File: src/div_pkg.sv
package div_pkg;

	////////////////////
	// Widths
	////////////////////

	// Default data width of the unit, which also sizes every struct below
	localparam int XLEN_DEFAULT = 32;

	// The destination tag is a register-file index
	localparam int TAG_W = 5;

	////////////////////
	// Operation encoding
	////////////////////

	// Values follow the low two bits of the M-extension funct3 for the divides
	// Bit 1 selects the remainder and bit 0 selects the unsigned form
	typedef enum logic [1:0] {
		OP_DIV  = 2'd0,
		OP_DIVU = 2'd1,
		OP_REM  = 2'd2,
		OP_REMU = 2'd3
	} div_op_e;

	////////////////////
	// Stage payloads
	////////////////////

	// Request as issued by the execute stage
	typedef struct packed {
		div_op_e                 op;
		logic [XLEN_DEFAULT-1:0] rs1;
		logic [XLEN_DEFAULT-1:0] rs2;
		logic [TAG_W-1:0]        tag;
	} div_req_t;

	// Unsigned operands and the sign rules that the result stage applies later
	typedef struct packed {
		logic [XLEN_DEFAULT-1:0] mag_a;
		logic [XLEN_DEFAULT-1:0] mag_b;
		logic                    neg_quo;
		logic                    neg_rem;
		logic                    want_rem;
		logic [TAG_W-1:0]        tag;
	} div_prep_t;

	// Unsigned quotient and remainder, flags carried through from the operand stage
	typedef struct packed {
		logic [XLEN_DEFAULT-1:0] quo;
		logic [XLEN_DEFAULT-1:0] rem;
		logic                    neg_quo;
		logic                    neg_rem;
		logic                    want_rem;
		logic [TAG_W-1:0]        tag;
	} div_raw_t;

	// Writeback value for the register file
	typedef struct packed {
		logic [XLEN_DEFAULT-1:0] result;
		logic [TAG_W-1:0]        tag;
	} div_rsp_t;

endpackage

File: src/div_operand_prep.sv
module div_operand_prep #(
	parameter int XLEN = div_pkg::XLEN_DEFAULT
) (
	input  logic               clk,
	input  logic               rst,
	input  logic               i_valid,
	input  div_pkg::div_req_t  i_req,
	output logic               o_valid,
	output div_pkg::div_prep_t o_prep
);
	import div_pkg::*;

	////////////////////
	// Decode
	////////////////////

	logic            is_signed;
	logic            is_rem;
	logic            sign_a;
	logic            sign_b;
	logic            b_zero;
	logic [XLEN-1:0] mag_a;
	logic [XLEN-1:0] mag_b;
	div_prep_t       prep_d;

	always_comb begin
		// DIV and REM treat both operands as two's complement
		is_signed = (i_req.op == OP_DIV) || (i_req.op == OP_REM);
		is_rem    = (i_req.op == OP_REM) || (i_req.op == OP_REMU);

		// A sign only counts for the signed operations
		sign_a = is_signed && i_req.rs1[XLEN-1];
		sign_b = is_signed && i_req.rs2[XLEN-1];
		b_zero = (i_req.rs2 == '0);

		// Negative operands are replaced by their negation
		// The most negative value maps onto itself, which reads correctly as unsigned
		mag_a = sign_a ? (~i_req.rs1 + 1'b1) : i_req.rs1;
		mag_b = sign_b ? (~i_req.rs2 + 1'b1) : i_req.rs2;
	end

	always_comb begin
		prep_d.mag_a = mag_a;
		prep_d.mag_b = mag_b;

		// The quotient is negative when the signs differ
		// A zero divisor keeps the all-ones quotient as it comes out of the array
		prep_d.neg_quo = (sign_a != sign_b) && !b_zero;

		// The remainder follows the sign of the dividend in every case
		prep_d.neg_rem = sign_a;

		prep_d.want_rem = is_rem;
		prep_d.tag      = i_req.tag;
	end

	////////////////////
	// Stage register
	////////////////////

	always_ff @(posedge clk) begin
		if (rst) begin
			o_valid <= 1'b0;
		end else begin
			o_valid <= i_valid;
		end
	end

	// Payload is captured every cycle and only read alongside o_valid
	always_ff @(posedge clk) begin
		o_prep <= prep_d;
	end

endmodule

File: src/div_array.sv
module div_array #(
	parameter int                XLEN       = div_pkg::XLEN_DEFAULT,
	parameter logic [XLEN-1:0]   STAGE_LIST = '1
) (
	input  logic               clk,
	input  logic               rst,
	input  logic               i_valid,
	input  div_pkg::div_prep_t i_prep,
	output logic               o_valid,
	output div_pkg::div_raw_t  o_raw
);
	import div_pkg::*;

	// Everything one step hands to the next
	// part holds the partial remainder in its top bits and the unused dividend bits below
	typedef struct packed {
		logic [XLEN-1:0]  part;
		logic [XLEN-1:0]  dvs;
		logic [XLEN-1:0]  quo;
		logic             neg_quo;
		logic             neg_rem;
		logic             want_rem;
		logic [TAG_W-1:0] tag;
	} step_t;

	// Entry i is the input of step i, entry XLEN is the array result
	step_t st  [XLEN+1];
	logic  vld [XLEN+1];

	////////////////////
	// Array input
	////////////////////

	assign vld[0]         = i_valid;
	assign st[0].part     = i_prep.mag_a;
	assign st[0].dvs      = i_prep.mag_b;
	assign st[0].quo      = '0;
	assign st[0].neg_quo  = i_prep.neg_quo;
	assign st[0].neg_rem  = i_prep.neg_rem;
	assign st[0].want_rem = i_prep.want_rem;
	assign st[0].tag      = i_prep.tag;

	////////////////////
	// Divide steps
	////////////////////

	// Step i decides quotient bit XLEN-1-i
	for (genvar i = 0; i < XLEN; i++) begin : g_step
		// The window grows by one bit each step
		localparam int W = i + 1;

		logic [W-1:0] win;
		logic [W-1:0] dvs_lo;
		logic [W-1:0] rest;
		logic         hi_set;
		logic         q_bit;
		step_t        nxt;

		// Top W bits are the partial remainder with the next dividend bit shifted in
		assign win    = st[i].part[XLEN-1 -: W];
		assign dvs_lo = st[i].dvs[W-1:0];

		// Any divisor bit at or above W makes it larger than the window
		assign hi_set = |(st[i].dvs >> W);

		// Restoring step, subtract only when the divisor fits
		assign q_bit = !hi_set && (win >= dvs_lo);
		assign rest  = q_bit ? (win - dvs_lo) : win;

		always_comb begin
			nxt = st[i];
			// The lower dividend bits stay where they are for the later steps
			nxt.part[XLEN-1 -: W] = rest;
			nxt.quo[XLEN-1-i]     = q_bit;
		end

		// Same bit order as the quotient, so the MSB of STAGE_LIST registers step 0
		if (STAGE_LIST[XLEN-1-i]) begin : g_reg
			step_t st_q;
			logic  vld_q;

			always_ff @(posedge clk) begin
				if (rst) begin
					vld_q <= 1'b0;
				end else begin
					vld_q <= vld[i];
				end
			end

			always_ff @(posedge clk) begin
				st_q <= nxt;
			end

			assign vld[i+1] = vld_q;
			assign st[i+1]  = st_q;
		end else begin : g_comb
			// Unregistered step chains straight into the next one
			assign vld[i+1] = vld[i];
			assign st[i+1]  = nxt;
		end
	end

	////////////////////
	// Array output
	////////////////////

	assign o_valid = vld[XLEN];

	// After the last step the whole part word is the remainder
	always_comb begin
		o_raw.quo      = st[XLEN].quo;
		o_raw.rem      = st[XLEN].part;
		o_raw.neg_quo  = st[XLEN].neg_quo;
		o_raw.neg_rem  = st[XLEN].neg_rem;
		o_raw.want_rem = st[XLEN].want_rem;
		o_raw.tag      = st[XLEN].tag;
	end

endmodule

File: src/div_result_fixup.sv
module div_result_fixup #(
	parameter int XLEN = div_pkg::XLEN_DEFAULT
) (
	input  logic              clk,
	input  logic              rst,
	input  logic              i_valid,
	input  div_pkg::div_raw_t i_raw,
	output logic              o_valid,
	output div_pkg::div_rsp_t o_rsp
);
	import div_pkg::*;

	////////////////////
	// Sign restore
	////////////////////

	logic [XLEN-1:0] quo_s;
	logic [XLEN-1:0] rem_s;
	div_rsp_t        rsp_d;

	// Two's-complement negation of the unsigned results
	// A zero-divisor quotient reaches here with neg_quo clear and stays all ones
	always_comb begin
		if (i_raw.neg_quo) begin
			quo_s = ~i_raw.quo + 1'b1;
		end else begin
			quo_s = i_raw.quo;
		end

		// A zero remainder negates to zero, so no exception is needed here
		if (i_raw.neg_rem) begin
			rem_s = ~i_raw.rem + 1'b1;
		end else begin
			rem_s = i_raw.rem;
		end
	end

	////////////////////
	// Result select
	////////////////////

	// REM and REMU write the remainder, DIV and DIVU the quotient
	always_comb begin
		if (i_raw.want_rem) begin
			rsp_d.result = rem_s;
		end else begin
			rsp_d.result = quo_s;
		end
		rsp_d.tag = i_raw.tag;
	end

	////////////////////
	// Stage register
	////////////////////

	// The strobe is high for one cycle per operation since nothing ever stalls
	always_ff @(posedge clk) begin
		if (rst) begin
			o_valid <= 1'b0;
		end else begin
			o_valid <= i_valid;
		end
	end

	// Writeback value and tag, meaningful only while o_valid is high
	always_ff @(posedge clk) begin
		o_rsp <= rsp_d;
	end

endmodule

File: src/div_unit.sv
module div_unit #(
	parameter int              XLEN       = div_pkg::XLEN_DEFAULT,
	parameter logic [XLEN-1:0] STAGE_LIST = '1
) (
	input  logic              clk,
	input  logic              rst,
	input  logic              i_valid,
	input  div_pkg::div_req_t i_req,
	output logic              o_valid,
	output div_pkg::div_rsp_t o_rsp
);
	import div_pkg::*;

	// The payload structs are sized by the package width
	// so any other XLEN would break every connection below
	if (XLEN != XLEN_DEFAULT) begin : g_width_check
		$error("div_unit XLEN %0d differs from XLEN_DEFAULT %0d", XLEN, XLEN_DEFAULT);
	end

	////////////////////
	// Stage links
	////////////////////

	// Operand stage to divider array
	logic      p_valid;
	div_prep_t p_data;

	// Divider array to result stage
	logic      r_valid;
	div_raw_t  r_data;

	////////////////////
	// Pipeline
	////////////////////

	// One cycle, magnitudes and sign rules
	div_operand_prep #(
		.XLEN(XLEN)
	) prep_i (
		.clk     (clk),
		.rst     (rst),
		.i_valid (i_valid),
		.i_req   (i_req),
		.o_valid (p_valid),
		.o_prep  (p_data)
	);

	// One cycle for each set bit of STAGE_LIST
	div_array #(
		.XLEN       (XLEN),
		.STAGE_LIST (STAGE_LIST)
	) array_i (
		.clk     (clk),
		.rst     (rst),
		.i_valid (p_valid),
		.i_prep  (p_data),
		.o_valid (r_valid),
		.o_raw   (r_data)
	);

	// One cycle, signs restored and quotient or remainder chosen
	div_result_fixup #(
		.XLEN(XLEN)
	) fixup_i (
		.clk     (clk),
		.rst     (rst),
		.i_valid (r_valid),
		.i_raw   (r_data),
		.o_valid (o_valid),
		.o_rsp   (o_rsp)
	);

endmodule

File: config.mk
export PLATFORM = sky130hd
export DESIGN_NAME = div_unit
export DESIGN_NICKNAME = d
export VERILOG_FILES = /design/src/div_pkg.sv /design/src/div_operand_prep.sv /design/src/div_array.sv /design/src/div_result_fixup.sv /design/src/div_unit.sv
export SDC_FILE = /design/constraint.sdc
export NUM_CORES = 2
export LEC_CHECK = 0
export BUFFER_PORTS_ARGS = -buffer_cell sky130_fd_sc_hd__buf_4
export CORE_MARGIN = 2
export CORE_UTILIZATION = 45
export CTS_BUF_LIST = sky130_fd_sc_hd__clkbuf_8
export DETAILED_ROUTE_END_ITERATION = 10
export PLACE_DENSITY = 0.64
export SLEW_MARGIN = 25
export SYNTH_ARGS = -nofsm -noshare
export SYNTH_HDL_FRONTEND = slang
export SYNTH_SLANG_ARGS = --single-unit
File: constraint.sdc
create_clock -name clk -period 3.9 [get_ports clk]
set_input_delay 0.39 -clock clk [delete_from_list [all_inputs] [get_ports clk]]
set_output_delay 0.39 -clock clk [all_outputs]
set_load 0.01 [all_outputs]
Word level (Yosys, flattened, before mapping)
Index checks and enable logic that the tools add are counted.

Memories kept: 0. Bits in registers: 2943. Bits in read-only memories: 0. Latch bits: 0. Output and inout port bits: 38. Memory bits (writable): 0. Word-level logic and storage cells: 477.

Bitwise gates (word level): 4. Reductions and logical operators: 100. $lt $le $gt $ge: 32. Shift operators: 0. Equal/unequal tests: 3. Div/mod/pow operators: 0. Multipliers: 0. Muxes and demuxes: 37. Add/subtract/negate cells: 36.

Operators by type and width (count): two-way mux 32 bit (6); adder 32 x 1 -> 32 bit, second input constant (4); NOT 32 bit (4); logical AND 1 bit (34); greater-or-equal comparator 32 bit (1); zero test 1 bit (32); zero test 32 bit (1); subtractor 32 bit (1); greater-or-equal comparator 31 bit (1); two-way mux 31 bit (1); OR reduction 31 bit (1); subtractor 31 bit (1); greater-or-equal comparator 30 bit (1); two-way mux 30 bit (1); OR reduction 30 bit (1); subtractor 30 bit (1); greater-or-equal comparator 29 bit (1); two-way mux 29 bit (1); OR reduction 29 bit (1); subtractor 29 bit (1); greater-or-equal comparator 28 bit (1); two-way mux 28 bit (1); OR reduction 28 bit (1); subtractor 28 bit (1); 111 further kinds (113).

Logic depth before layout (Yosys ltp)
Depth after elaboration: 5. Depth in mapped cells: 16.

By module
From an unflattened synthesis, not the netlist that was laid out.

Cell total of the unflattened synthesis: 8458. Area total of the unflattened synthesis: 95693.0 um2.

By module, submodules not included: div_array (seq. area each 56694.4 um2, area each 90027.6 um2, instances 1, cells an instance 7868); div_operand_prep (seq. area each 1461.4 um2, area each 2967.8 um2, instances 1, cells an instance 286); div_result_fixup (seq. area each 760.7 um2, area each 2697.6 um2, instances 1, cells an instance 304).

Least setup slack after synthesis
OpenSTA, ideal clock, no wires.

Kind: reg2reg. Start: register array_i.g_step[24].g_reg.st_q[78] in the netlist's numbering. End: register array_i.g_step[25].g_reg.st_q[100] in the netlist's numbering. Setup time: 0.121 ns. Required time: 3.779 ns. Buffers on the path: 1. Data arrival time: 3.219 ns. Cell stages (with the launch flop): 16. Slack: 0.560 ns. Path through: dfxtp_1 -> inv_1 -> ha_1 -> inv_1 -> fa_1 -> a21o_1 -> a21oi_1 -> nand2b_1 -> a21oi_1 -> a2111oi_2 -> a31oi_1 -> a31oi_1 -> o21ai_1 -> nand3_1 -> buf_2 -> mux2_2.

Word-level cells in the longest chain between the ends: 3. Elaborated cells on any way between the ends: 4.

RTL lines: from (decl) (line div_array.sv:79) `step_t st_q;`; from (signal assigned) (line div_array.sv:91) `st_q <= nxt;`; greater-or-equal comparator 26 bit (line div_array.sv:67) `assign q_bit = !hi_set && (win >= dvs_lo);`; logical AND 1 bit (line div_array.sv:67); two-way mux 26 bit (*) (line div_array.sv:68) `assign rest = q_bit ? (win - dvs_lo) : win;`; named net array_i.g_step[25].rest[22] (line div_array.sv:54) `logic [W-1:0] rest;`; to (signal assigned) (line div_array.sv:91); to (decl) (line div_array.sv:79).

Mark *: on every way through the listed nets, which the timed path passes. The rest lies on a longest branch. A chain may end at the register's enable or synchronous reset.

Worst setup path after layout
Start: register array_i.g_step[28].g_reg.st_q[42] in the netlist's numbering. End: register array_i.g_step[29].g_reg.st_q[85] in the netlist's numbering.

Word-level cells in the longest chain between the ends: 3. Elaborated cells on any way between the ends: 4.

RTL lines (line): from (decl) (div_array.sv:79); from (signal assigned) (div_array.sv:91); greater-or-equal comparator 30 bit (div_array.sv:67); logical AND 1 bit (div_array.sv:67); two-way mux 30 bit (*) (div_array.sv:68); named net array_i.g_step[29].rest[11] (div_array.sv:54); to (signal assigned) (div_array.sv:91); to (decl) (div_array.sv:79).

Marks and branches as above.

==> flow_summary.yaml <==
synth:
  yosysWarnings: 0
  synth_edf_count: 0
  synth_cells: 8475
  synthArstFlopShare: 0
  yosysSeqAreaShare: 0.6189
  synthFlopType: "dfxtp_1"
  synthesis.area_sq_mm: 0.09519
  syn_nets: 9112
  syn_avg_cell_area_sq_um: 11.23
  yosys_register_bits: 2943
  ys_types: 81
floorplanning:
  die_area_sq_mm: 0.2152
  initial_core_util: 0.4533
  die_w_um: 463.9
  io_pins: 112
  die_y_um: 463.9
  core_sq_mm: 0.2100
  num_rows: 168
place:
  place_ws_ns: 0.2881
  place_congestion: 0.9335
  placed_area_sq_mm: 0.09958
  io_buffers: 111
  hpwl_um: 140900
status:
  status: "finished, final reports clean"
timing:
  tns_ns: 0
  finalSetupViolations: 0
  period_share: 0.9597
  fin_ws_ns: 0.1571
  tightest_slew_ns: 0.9894
  clock_skew_ns: 0.1114
  slew_violations: 0
  rsz0062_at_grt: "false"
  fmax_mhz: 267.2
  relSlewSlack: 0.3380
  fin_crit_ns: 3.743
  final_hold_viol_count: 0
route:
  drt_iter0_markers: 3362
  postRouteAntennaNets: 0
  vias: 60150
  drcViolationCount: 0
  wl_per_cell_um: 15.64
  wl_um: 192000
  first_pass_iters: 5
  post_drt_via_cell_ratio: 4.899
critical_path:
  critical-path-top-delay-family: "compound AO/OA/AOI/OAI gates"
  cp-startpoint: "array_i.g_step[28].g_reg.st_q[42]"
  reg2reg_slack_ns: 0.16
  crit_end: "array_i.g_step[29].g_reg.st_q[85]"
  reg2reg_depth: 12
  timing.rr.end: "array_i.g_step[29].g_reg.st_q[85]"
  crit_type: "reg -> reg"
  crit_required_ns: 4.80
  critPathMaxStageDelay_ns: 0.50
  cp.buffers_inverters: 2
  worst_path_max_delay_cell: "o31ai_1"
  r2r_start: "array_i.g_step[28].g_reg.st_q[42]"
  crit_path_end_kind: "register"
  cp_max_fo: 25
  cp.arrival_ns: 4.64
  startpoint_type: "register"
  cp.depth: 12
  crit_path_cell_trace: "inv_1 > ha_1 > nor2b_1 > o31a_1 > o31ai_1 > a31oi_1 > o21a_1 > a211oi_1 > a21oi_1 > o221ai_4 > buf_4 > o21ai_0"
power_and_ir_drop:
  vdd_drop_max_uv: 409.5
  p_total_mw: 74.82
  leakage_nw: 50.08
  power_density_mw_per_mm2: 674.8
cells_and_area:
  multiInputGateArea_sq_mm: 0.03315
  post-route-cell-area_sq_mm: 0.1109
  area_growth_pct: 16.48
  nets: 9764
  fillers: 18040
  final-seq-area_sq_mm: 0.05892
  drive_gt1_frac: 0.1144
global_route:
  grt.overflow.total: 0
  met1_usage: 0.2200
  track_usage: 0.1758
  grt_pass1_wl_um: 308700
  top_usage_layer: "met2"
  grt_max_degree: 47
  grt_use_met2: 0.2959
  first_global_vias: 60430
  antenna_found_initial: 8
  grt_use_met3: 0.03048
min_path:
  whs_path_depth: 2
  hold_path_class: "in -> reg"
  hold_start: "i_req[37]"
cts:
  cts_sinks: 2943
  cts_tree: "built"
  clk_pin_slew_ns: 0.06
  cts_setup_buffers: 0
  cts_made_buffers: 452
  clock_latency_ns: 1.10
  root_buffer: "clkbuf_8"
  htree_levels: 5
  cts_buffer_depth: 4
flow_run:
  cap_violations: 0
-- area by class of cell --
cell class	instances	area share
Tap cell	2805	0.03165
Multi-Input combinational cell	4683	0.2990
Antenna cell	12	0.0002708
Clock inverter	212	0.01414
Sequential cell	2943	0.5314
Inverter	697	0.02360
Timing Repair Buffer	350	0.02859
Clock buffer	575	0.07137
-- per-layer routing --
| metal | up-vias | part of all wire |
|---|---|---|
| li1 | 30310 | - |
| met1 | 27950 | 0.45 |
| met2 | 1396 | 0.47 |
| met3 | 489 | 0.043 |
| met4 | 2 | 0.038 |
| met5 | - | 0.000047 |
-- power breakdown --
| part | switching [mW] | leakage (nW) | internal [mW] |
|---|---|---|---|
| clock network | 11.2 | 5.30 | 14.6 |
| logic | 7.79 | 20.2 | 6.25 |
| registers | 1.85 | 24.6 | 33.1 |
| total | 20.8 | 50.1 | 54.0 |
-- worst min-delay path by stage --
stage,slack (ns),end
detailed placement,0.31,array_i.g_step[0].g_reg.st_q[100]
CTS,0.02,prep_i.o_prep[39]
finish,0.13,prep_i.o_prep[40]
floorplan,0.31,array_i.g_step[0].g_reg.st_q[0]
global route,0.03,prep_i.o_prep[40]
global placement,0.31,array_i.g_step[13].g_reg.st_q[39]
-- cells by family (layout without fill, tap and decap cells) --
family	Yosys count	in the layout	share of synthesized area
AOI/OAI and AO/OA	1765	1765	0.1146
xor gates and xnor gates	523	523	0.04812
adders and majority gates	563	563	0.07644
buffers and inverters	849	1834	0.03388
DFF	2943	2943	0.6189
muxes	202	202	0.02351
other	0	12	0
and+or+nand+nor	1630	1630	0.08449
-- metrics by stage --
step | utilization | hold slack [ns] | std cells
CTS | 0.5278 | 0.02439 | 12270
global route | 0.5280 | 0.02712 | 12280
global placement | 0.4742 | 0.3098 | 11300
detailed placement | 0.4742 | 0.3121 | 11300
floorplan | - | 0.3096 | 8475
finish | 0.5280 | 0.1322 | 12280
-- cell usage after synthesis, drive strengths merged, types with 17 or more instances --
cell | number | share of area
a2111oi | 17 | 0.0017
a211oi | 33 | 0.0026
a21boi | 23 | 0.0018
a21o | 251 | 0.020
a21oi | 433 | 0.023
a31oi | 65 | 0.0043
and3 | 44 | 0.0029
buf | 25 | 0.0014
clkbuf | 127 | 0.0050
dfxtp | 2943 | 0.62
fa | 31 | 0.0065
ha | 532 | 0.070
inv | 696 | 0.027
mux2 | 173 | 0.020
mux2i | 29 | 0.0030
nand2 | 573 | 0.023
nand2b | 88 | 0.0058
nand3 | 92 | 0.0048
nand4 | 80 | 0.0053
nor2 | 257 | 0.010
nor2b | 124 | 0.0081
nor3 | 93 | 0.0049
nor4 | 142 | 0.0096
o211ai | 26 | 0.0021
o21a | 79 | 0.0062
o21ai | 581 | 0.031
o21bai | 44 | 0.0035
o31ai | 53 | 0.0044
o41ai | 23 | 0.0021
or2 | 20 | 0.0013
or3 | 39 | 0.0027
or4 | 27 | 0.0023
xnor2 | 288 | 0.026
xor2 | 235 | 0.022
-- flip-flops by register name, indices dropped and copies added (netlist names) --
| name | cells |
|---|---|
| prep_i.o_valid | 1 |
| array_i.g_step.nxt | 60 |
| array_i.g_step.win | 43 |
| array_i.g_step.g_reg.vld_q | 31 |
| array_i.o_valid | 1 |
| prep_i.o_prep | 72 |
| fixup_i.o_valid | 1 |
| array_i.g_step.dvs_lo | 43 |
| fixup_i.o_rsp | 37 |
| array_i.o_raw | 72 |
| array_i.g_step.g_reg.st_q | 2582 |
-- repair_timing --
item	in CTS	in global routing
setup endpoints to repair	0	12
hold buffers	177	0
hold endpoints to repair	106	0
gates resized for setup	0	2
-- cells in the final DEF (no fill, tap or decap), types with 29 or more instances in the layout --
cell / n
nand2_1: 572
dfxtp_1: 2940
o21ai_0: 567
o31ai_1: 49
a211oi_1: 33
xnor2_1: 288
clkinv_2: 47
fa_1: 31
nor4_1: 140
and3_1: 44
mux2i_1: 29
or3_1: 37
nand2b_1: 88
ha_1: 532
inv_1: 813
xor2_1: 235
o21bai_1: 44
nor3_1: 93
a21o_1: 251
nor2_1: 256
a31oi_1: 64
dlygate4sd3_1: 177
nor2b_1: 123
nand3_1: 92
nand4_1: 80
a21oi_1: 431
o21a_1: 79
clkbuf_8: 575
mux2_2: 173
buf_4: 165
(Power assumes the default switching activity.)
